[src/hdl/beam_num_pkg.sv]
// numeric formats used by the beamformer datapath
// covers sample, weight and partial product widths and the scaling shift
`default_nettype none

package beam_num_pkg;

    // one real or imaginary part of an input sample, two's complement
    localparam int SAMPLE_WIDTH = 16;

    // one real or imaginary part of a channel weight, two's complement
    localparam int WEIGHT_WIDTH = 8;

    // the weight is a fraction with this many bits after the binary point,
    // so each product is shifted down by the same amount
    localparam int WEIGHT_FRAC_BITS = 8;

    // a full sample times weight product fits in this many bits without loss
    localparam int PRODUCT_WIDTH = SAMPLE_WIDTH + WEIGHT_WIDTH;

    // signed sample part, also the width of every result lane
    typedef logic signed [SAMPLE_WIDTH-1:0] sample_t;

    // signed weight part, the range includes -128 and 127
    typedef logic signed [WEIGHT_WIDTH-1:0] weight_t;

    // signed partial product before scaling
    typedef logic signed [PRODUCT_WIDTH-1:0] product_t;

endpackage

`default_nettype wire

[src/hdl/beam_array_pkg.sv]
// array geometry of the beamformer
// holds channel and lane counts, pipeline depth and the lane vector types
`default_nettype none

package beam_array_pkg;

    // number of antenna channels that are weighted and summed
    localparam int NUM_CHANNELS = 4;

    // complex samples per beat in every channel
    localparam int LANES = 8;

    // register stages between the accepting edge and the output register
    localparam int PIPE_DEPTH = 3;

    // one beat of one channel, one sample part per lane (128 bits)
    typedef beam_num_pkg::sample_t [LANES-1:0] lane_vec_t;

    // one beat of all channels (512 bits)
    typedef lane_vec_t [NUM_CHANNELS-1:0] chan_lanes_t;

    // one weight part per channel (32 bits)
    typedef beam_num_pkg::weight_t [NUM_CHANNELS-1:0] chan_weights_t;

endpackage

`default_nettype wire

[src/hdl/beam_pipe_ctrl.sv]
// pipeline control for the beamformer
// joins the channel valids, drives the shared ready and the stage enable,
// and carries valid and last through the pipeline stages
`timescale 1ns/10ps
`default_nettype none

module beam_pipe_ctrl (
    input  logic                                  clock,
    input  logic                                  resetn,
    input  logic [beam_array_pkg::NUM_CHANNELS-1:0] in_valid,
    input  logic                                  in_last,
    input  logic                                  out_ready,
    output logic                                  in_ready,
    output logic                                  advance,
    output logic                                  out_valid,
    output logic                                  out_last
);

    import beam_array_pkg::*;

    // one bit per register stage, index 0 is the first stage after the input
    logic [PIPE_DEPTH-1:0] valid_q;
    logic [PIPE_DEPTH-1:0] last_q;

    // a beat only counts once every channel offers its part
    logic all_valid;

    assign all_valid = &in_valid;

    // the pipeline moves when the output register is free or being drained
    // this is the only stall condition in the design, every stage shares it
    assign advance = !valid_q[PIPE_DEPTH-1] || out_ready;

    // ready is taken from the stall state only, never from in_valid,
    // so a sender may wait for ready before raising its valid
    assign in_ready = advance;

    // the tracking bits shift one stage on every advance
    // a missing input beat enters as a bubble with a cleared valid bit
    always_ff @(posedge clock) begin
        if (!resetn) begin
            valid_q <= '0;
            last_q  <= '0;
        end else if (advance) begin
            valid_q <= {valid_q[PIPE_DEPTH-2:0], all_valid};
            last_q  <= {last_q[PIPE_DEPTH-2:0], all_valid && in_last};
        end
    end

    // the last stage lines up with the output data register in beam_sum
    assign out_valid = valid_q[PIPE_DEPTH-1];
    assign out_last  = last_q[PIPE_DEPTH-1];

endmodule

`default_nettype wire

[config.mk]
export PLATFORM = sky130hd
export DESIGN_NAME = beam_pipe_ctrl
export DESIGN_NICKNAME = d
export VERILOG_FILES = /design/src/hdl/beam_num_pkg.sv /design/src/hdl/beam_array_pkg.sv /design/src/hdl/beam_pipe_ctrl.sv
export SDC_FILE = /design/constraint.sdc
export NUM_CORES = 1
export LEC_CHECK = 0
export BUFFER_PORTS_ARGS = -buffer_cell sky130_fd_sc_hd__buf_2
export CAP_MARGIN = 10
export CORE_AREA = 2 2 39 41
export DETAILED_ROUTE_END_ITERATION = 12
export DIE_AREA = 0 0 41 43
export GPL_ROUTABILITY_DRIVEN = 1
export PLACE_DENSITY_LB_ADDON = 0.3
export SLEW_MARGIN = 5
export SYNTH_ARGS = -nofsm -noshare
export SYNTH_HDL_FRONTEND = slang
export SYNTH_SLANG_ARGS = --single-unit
export TNS_END_PERCENT = 1
[constraint.sdc]
create_clock -name clock -period 0.9 [get_ports clock]
set_input_delay 0.045 -clock clock [delete_from_list [all_inputs] [get_ports clock]]
set_output_delay 0.045 -clock clock [all_outputs]
set_load 0.05 [all_outputs]
==> run metrics <==
critical path's slowest cell dfxtp_4; Fin Setup TNS -0.0255 ns; top cells by area, synth dfxtp_1 (48%), mux2i_1 (12%), nor2b_1 (7.5%); io pins 12; synthesized area per cell around 10 µm²; worst path arrival time ~0.87 ns; mux cell area share after synthesis between 10% and 20%; Finish-stage setup viols 2; CP Cell Sequence nand2b_4 > buf_8; htree depth 1; Post-Synth XOR/XNOR Area 0%; Inserted Diodes 0; synth unique cells 12; grt total ovfl 0; #FFs+latches synth 6; worst setup margin -0.0128 ns; Worst-path clk slew around 0.050 ns; VDD IR-drop max ~0.00067 V; Worst path max stage delay between 0.3 and 0.4 ns; Final Hold Vio Count 0; maximum fanout along the worst path 7; cts-stage hold buffer count 0; vias around 210; WS Path Type reg -> out; layout cells sized above 1 44.7%; Simple-Gate Fraction of Synth Area 21.9%; Post-DRT Antenna Nets 0; final worst-path cycle share 101%; TritonRoute pass-1 iters 4; Buf+Inv Stages, Crit Path 1; Mapped Area between 200 and 300 µm²; Clock Tree Buf Depth 2; worst-margin pin slew around 0.25 ns; Routability Congestion around 0.62; initial antenna violation count 0; leakage power around 0.17 nW; Syn. warnings 0; Highest Clock Rate about 1100 MHz; Inserted Clock Buffers 3; CP endpoint kind output pin; area fraction in compound gates after synthesis under 10%; first-pass GRT wire length around 650 µm; Total Die Area ~1800 µm²; CORE AREA approximately 1400 µm²; commonest non-fill, non-tap cell in the layout buf_2; max-cap violation count 0; final wirelength ~400 µm; Die X 41 µm; Syn Nets 32; Die H 43 µm; Root Buffer Master clkbuf_4; Synth area leader dfxtp_1; CP required roughly 0.85 ns; failing checks negative setup slack; layout net count 47; area share of fa/ha/maj cells after synthesis 0%; # rows 14; top-area cell type share of the netlist area 47.8%; Place WS just under 0.07 ns; WHS about 0.08 ns; vias in the first global route between 150 and 200; total global-route track usage about 6%; RSZ-0062 raised after global routing yes; run status finished, violations left; later-pin clock latency in the skew report around 0.24 ns; DR iter-0 viols 14; startpoint types register; clock skew between 0.006 and 0.007 ns; DRC viols 0; largest family of logic cells by synthesized area simple AND/OR/NAND/NOR gates; post-synthesis sequential area ratio 47.8%; port bufs 11; CTS tree done; commonest non-fill, non-tap cells in the layout buf_2 (8), dfxtp_1 (5), clkbuf_4 (4); # clock sinks 6; cell family with most CP delay flip-flops; Pwr Total approximately 0.56 mW; largest net degree at the start of global routing 9; pwr dens roughly 1500 nW/µm²; Vias/cell 3.94; Slew headroom a little over four fifths; WL/cell roughly 7.6 µm; area delta synth->final 44.8%; Initial Util ~18%; Final Max Slew Viols 0; min Tclk post-route ~0.9 ns; cell count after synthesis 24; worst min path class in -> reg
==> where the power goes <==
group | internal [mW] | switching (mW)
Clock | 0.168 | 0.0930
Combinational | 0.0198 | 0.0149
Sequential | 0.266 | 0.00136
Total | 0.454 | 0.109
==> cell usage after synthesis, drive strengths merged <==
master	instances
nand3	1
nand2	3
mux2i	3
buf	2
nor2b	3
inv	1
nand2b	1
a21boi	1
o22ai	2
nand4	1
dfxtp	6
==> path summary, 6_finish.rpt <==
check	depth (start not counted)	slack, ns	startpoint	end
setup / recovery	2	-0.01	valid_q[2]	in_ready
hold / removal	3	0.08	in_last	last_q[0]
setup reg to reg	4	0	valid_q[2]	last_q[0]
hold reg to reg	2	0.44	valid_q[1]	valid_q[2]
==> sequential cells by signal, summed over array words and instances (netlist names) <==
name,cells
last_q,3
valid_q,3
==> repair_timing <==
action,CTS,global route
setup endpoints to repair,3,5
setup buffers,1,0
resized for setup,6,1
==> kinds of logic after synthesis <==
kind of cell / count (synthesis)
multiplexers: 3
AND/OR/NAND/NOR: 9
buffers and inverters: 3
AO/OA/AOI/OAI: 3
flip-flops: 6
==> area by class of cell <==
class,instances,area (µm²)
repair buffers,12,85.1
well taps,16,20.0
flip-flops and latches,6,124
inverters,1,3.75
fillers,145,1020
multi-input cells,15,105
clock buffers,4,26.3
==> metal layers <==
metal,GRT usage (%),vias up,part of all wire [%],wire length (µm)
met5,0,-,0,0
met4,2.00,0,0,0
met3,7.85,0,13,53
met2,6.88,12,42,173
met1,6.49,91,44,181
li1,-,110,-,-
==> tightest hold or removal path: stages <==
cell and delay, ns:
buf_2 0.10, nand3_1 0.05, o22ai_1 0.06
==> stage by stage <==
step                utilization [%]  instances  area (µm²)
CTS                            26.1         54         362
finish                         26.3         54         364
detailed placement             22.2         49         308
global route                   26.3         54         364
floorplan                         -         24         260
global placement               22.2         49         308
Power figures use the tool's default switching activity.
