--- config.mk ---
export PLATFORM = sky130hd
export DESIGN_NAME = beam_sum
export DESIGN_NICKNAME = d
export VERILOG_FILES = /design/src/hdl/beam_num_pkg.sv /design/src/hdl/beam_array_pkg.sv /design/src/hdl/beam_sum.sv
export SDC_FILE = /design/constraint.sdc
export NUM_CORES = 1
export LEC_CHECK = 0
export BUFFER_PORTS_ARGS = -buffer_cell sky130_fd_sc_hd__buf_2
export CAP_MARGIN = 20
export CORE_AREA = 2 2 503 505
export CTS_CLUSTER_SIZE = 30
export DETAILED_ROUTE_END_ITERATION = 16
export DIE_AREA = 0 0 505 507
export MAX_ROUTING_LAYER = met4
export PLACE_DENSITY = 0.4
export SLEW_MARGIN = 20
export SYNTH_ARGS = -nofsm -noshare
export SYNTH_HDL_FRONTEND = slang
export SYNTH_SLANG_ARGS = --single-unit
--- constraint.sdc ---
create_clock -name clock -period 4.9 [get_ports clock]
set_input_delay 1.225 -clock clock [delete_from_list [all_inputs] [get_ports clock]]
set_output_delay 1.225 -clock clock [all_outputs]
set_load 0.01 [all_outputs]
--- src/hdl/beam_num_pkg.sv ---
// numeric formats used by the beamformer datapath
// covers sample, weight and partial product widths and the scaling shift
`default_nettype none

package beam_num_pkg;

    // one real or imaginary part of an input sample, two's complement
    localparam int SAMPLE_WIDTH = 16;

    // one real or imaginary part of a channel weight, two's complement
    localparam int WEIGHT_WIDTH = 8;

    // the weight is a fraction with this many bits after the binary point,
    // so each product is shifted down by the same amount
    localparam int WEIGHT_FRAC_BITS = 8;

    // a full sample times weight product fits in this many bits without loss
    localparam int PRODUCT_WIDTH = SAMPLE_WIDTH + WEIGHT_WIDTH;

    // signed sample part, also the width of every result lane
    typedef logic signed [SAMPLE_WIDTH-1:0] sample_t;

    // signed weight part, the range includes -128 and 127
    typedef logic signed [WEIGHT_WIDTH-1:0] weight_t;

    // signed partial product before scaling
    typedef logic signed [PRODUCT_WIDTH-1:0] product_t;

endpackage

`default_nettype wire

--- src/hdl/beam_array_pkg.sv ---
// array geometry of the beamformer
// holds channel and lane counts, pipeline depth and the lane vector types
`default_nettype none

package beam_array_pkg;

    // number of antenna channels that are weighted and summed
    localparam int NUM_CHANNELS = 4;

    // complex samples per beat in every channel
    localparam int LANES = 8;

    // register stages between the accepting edge and the output register
    localparam int PIPE_DEPTH = 3;

    // one beat of one channel, one sample part per lane (128 bits)
    typedef beam_num_pkg::sample_t [LANES-1:0] lane_vec_t;

    // one beat of all channels (512 bits)
    typedef lane_vec_t [NUM_CHANNELS-1:0] chan_lanes_t;

    // one weight part per channel (32 bits)
    typedef beam_num_pkg::weight_t [NUM_CHANNELS-1:0] chan_weights_t;

endpackage

`default_nettype wire

--- src/hdl/beam_sum.sv ---
// cross-channel summation
// adds the weighted channels lane by lane into the output data register
`timescale 1ns/10ps
`default_nettype none

module beam_sum (
    input  logic                        clock,
    input  logic                        advance,
    input  beam_array_pkg::chan_lanes_t chan_re,
    input  beam_array_pkg::chan_lanes_t chan_im,
    output beam_array_pkg::lane_vec_t   out_re,
    output beam_array_pkg::lane_vec_t   out_im
);

    import beam_array_pkg::*;

    // combinational lane sums ahead of the output register
    lane_vec_t sum_re;
    lane_vec_t sum_im;

    // sums are kept at the sample width on purpose, the output wraps
    // just like the per channel results do
    always_comb begin
        sum_re = '0;
        sum_im = '0;
        for (int chan = 0; chan < NUM_CHANNELS; chan++) begin
            for (int lane = 0; lane < LANES; lane++) begin
                sum_re[lane] = sum_re[lane] + chan_re[chan][lane];
                sum_im[lane] = sum_im[lane] + chan_im[chan][lane];
            end
        end
    end

    // output register, it holds its beat while the pipeline is stalled
    // which keeps the output data steady under back-pressure
    always_ff @(posedge clock) begin
        if (advance) begin
            out_re <= sum_re;
            out_im <= sum_im;
        end
    end

endmodule

`default_nettype wire

==> results.json <==
{
  "wl_per_cell_um": 20.9,
  "cts_buffers": 46,
  "antenna_left": 0,
  "fmax_mhz": 235,
  "critical_path_class": "in -> reg",
  "synth-simple-area-share": 0.0510,
  "synthesis.area_per_instance_um2": 9.61,
  "ys_types": 65,
  "dieArea_um2": 256000,
  "wl_met1_um": 72100,
  "cp.required_ps": 5280,
  "hold_buffers": 0,
  "synth_edf_count": 256,
  "crit_end": "out_re[31]$_DFFE_PP_",
  "worst-path-stages": 11,
  "holdCritPathClass": "in -> reg",
  "slew_headroom": 0.340,
  "synthAdderAreaFrac": 0.386,
  "grtUsageTotal": 0.134,
  "top_layer": "met4",
  "dpl.hpwl_um": 158000,
  "drc_errors": 0,
  "placed_cell_area_um2": 43600,
  "path_max_fanout": 3,
  "port_buffers": 1281,
  "cts_buffer_depth": 3,
  "clock-root-buffer": "clkbuf_16",
  "cts.sinks": 256,
  "grt_pass1_vias": 29770,
  "die_h_um": 507,
  "drv_cap": 0,
  "grt_max_degree": 80,
  "clk_transition_reported_paths_ps": 60,
  "seqPwrFrac": 0.223,
  "cts_resized": 0,
  "crit_top_cell": "fa_1",
  "synth_nets": 5149,
  "fin_util": 0.181,
  "comb_power_share": 0.592,
  "rows": 184,
  "synth_mux_area_frac": 0.000919,
  "ys_ff_latch": 256,
  "ir_worst_vdd_uv": 245,
  "vias": 27892,
  "internal_power_mw": 10.5,
  "cp.arrival_ps": 4640,
  "hold_viol": 0,
  "synth-compound-area-share": 0.115,
  "final_layout_size_suffix_gt1_frac": 0.294,
  "crit_family": "adder cells",
  "wl_met3_um": 20300,
  "outcome": "complete, no violations",
  "path_cells": "buf_2, fa_1, fa_1, ha_1, fa_1, a211o_1, a2111oi_2, o31ai_1, a211oi_2, mux2i_1, nor2_1",
  "grt_pass1_wl_um": 231000,
  "rsz0062_at_grt": "false",
  "synthToLayoutAreaGrowth_pct": 38.6,
  "vias_per_cell": 3.40,
  "setup_viol": 0,
  "yosysWarnings": 0,
  "cts_max_level": 2,
  "synth_top_family_by_area": "adder cells",
  "powerDensity_nw_per_um2": 421,
  "gp_congestion": 0.941,
  "fp.coreArea_um2": 250000,
  "antenna_found_initial": 115,
  "finalCritPeriodShare": 0.868,
  "startpoint_type": "input port",
  "syn_inst": 3403,
  "swShare": 0.450,
  "crit_path_start": "chan_re[17]",
  "cp_slowest_cell": "fa_1",
  "design_area_um2": 45300,
  "power.clock.fraction": 0.185,
  "netlist_area_um2": 32700,
  "ios": 1282,
  "synthXorXnorAreaFrac": 0.0646,
  "cts_setup_buffers": 0,
  "wl_met2_um": 76300,
  "final.min_clock_period_ps": 4250,
  "dr.pass1.iters": 5,
  "power.leakage_nw": 23.6,
  "grt_overflow": 0,
  "ys_seq_area_frac": 0.235,
  "drt_iter0_drc": 1223,
  "synth_flop_cell": "edfxtp_1",
  "cp_num_buf_inv": 1,
  "worst_setup_path_end_kind": "flop",
  "switchingPower_mw": 8.59,
  "cp_slowest_stage_delay_ps": 560,
  "finalMaxSlewViolations": 0,
  "initial_core_util": 0.131,
  "wirelength_um": 171000,
  "cts_tree": "done",
  "die_w_um": 505,
  "tightest_slew_ps": 990,
  "async_reset_ff_frac": 0,
  "fin_nets": 6505
}
## cell usage in the layout, fill, tap and decap left out, drive strengths merged, types with 16 or more instances in the layout
master	Yosys	final
nor2	137	137
xor2	68	68
clkbuf	7	54
a21o	83	83
o21ai	85	85
nor3	35	35
diode	0	52
xnor2	173	173
inv	1278	1281
nand2b	17	17
edfxtp	256	256
nand3	20	20
clkinv	0	17
nand2	51	51
a21oi	121	121
a211o	16	16
o21a	66	66
fa	480	480
nor2b	20	20
a31oi	18	18
ha	240	240
buf	1	1316
a211oi	58	58
## power groups by stage
stage	Sequential [mW]	Clock (mW)	Combinational (mW)
floorplan	4.69	0	6.03
detailed placement	4.31	0	11.5
global route	4.37	3.78	12.7
global placement	4.31	0	11.5
finish	4.26	3.53	11.3
CTS	4.30	3.74	11.6
## registers in the layout, indices dropped and copies added (netlist names)
signal / flops
out_im: 128
out_re: 128
## area by class of cell
cell class	instances	area (um^2)
diodes	52	130
repair buffers	1316	6730
inverters	1278	4800
clock inverters	31	373
well taps	3348	4190
flip-flops and latches	256	7690
multi-input cells	1861	20200
clock buffers	54	1200
fillers	28484	205000
## cells in the mapped netlist (all sizes together) (10+ instances only)
master / number / area share
nor3: 35 / 0.0054
nor2b: 20 / 0.0038
a21o: 83 / 0.019
a21oi: 121 / 0.019
fa: 480 / 0.29
o21a: 66 / 0.015
o211ai: 15 / 0.0038
inv: 1278 / 0.15
nand2b: 17 / 0.0033
xor2: 68 / 0.018
a211oi: 58 / 0.014
ha: 240 / 0.092
and3: 11 / 0.0021
o22ai: 10 / 0.0019
nor2: 137 / 0.016
o21bai: 12 / 0.0028
a211o: 16 / 0.0043
xnor2: 173 / 0.046
edfxtp: 256 / 0.24
o31ai: 14 / 0.0032
a31oi: 18 / 0.0034
nand3: 20 / 0.0031
nand2: 51 / 0.0059
or3: 14 / 0.0027
o21ai: 85 / 0.013
## metal layers
metal  vias up  GRT usage
met1     13385      0.159
met3       170     0.0682
met4         0     0.0205
met5         -          -
li1      13255          -
met2      1082      0.207
## logic make-up after synthesis
family                   Yosys count
adder cells (fa/ha/maj)          720
AO/OA/AOI/OAI                    553
flip-flops                       256
buffers and inverters           1286
AND/OR/NAND/NOR                  344
XOR/XNOR                         241
multiplexers                       3
## worst min-delay path by stage
stage | cells past startpoint | endpoint | start | slack [ps]
2_1_floorplan | 0 | out_im[0]$_DFFE_PP_ | advance | 1340
3_3_place_gp | 2 | out_re[96]$_DFFE_PP_ | chan_re[480] | 1530
3_5_place_dp | 2 | out_re[16]$_DFFE_PP_ | chan_re[400] | 1530
4_1_cts | 2 | out_im[112]$_DFFE_PP_ | chan_im[496] | 770
5_1_grt | 2 | out_re[32]$_DFFE_PP_ | chan_re[416] | 800
6_report | 2 | out_im[112]$_DFFE_PP_ | chan_im[496] | 860
## metrics by stage
stage	std cells	setup slack (ps)	hold WS [ps]	TNS, ps	total power, mW
after floorplan	3403	422	1340	0	10.7
final	8196	649	864	0	19.1
after detailed placement	8059	0.190	1530	0	15.8
after global placement	8059	-15.2	1530	-27.1	15.8
after global routing	8186	498	803	0	20.9
after CTS	8144	705	771	0	19.6
(Power assumes the default switching activity.)
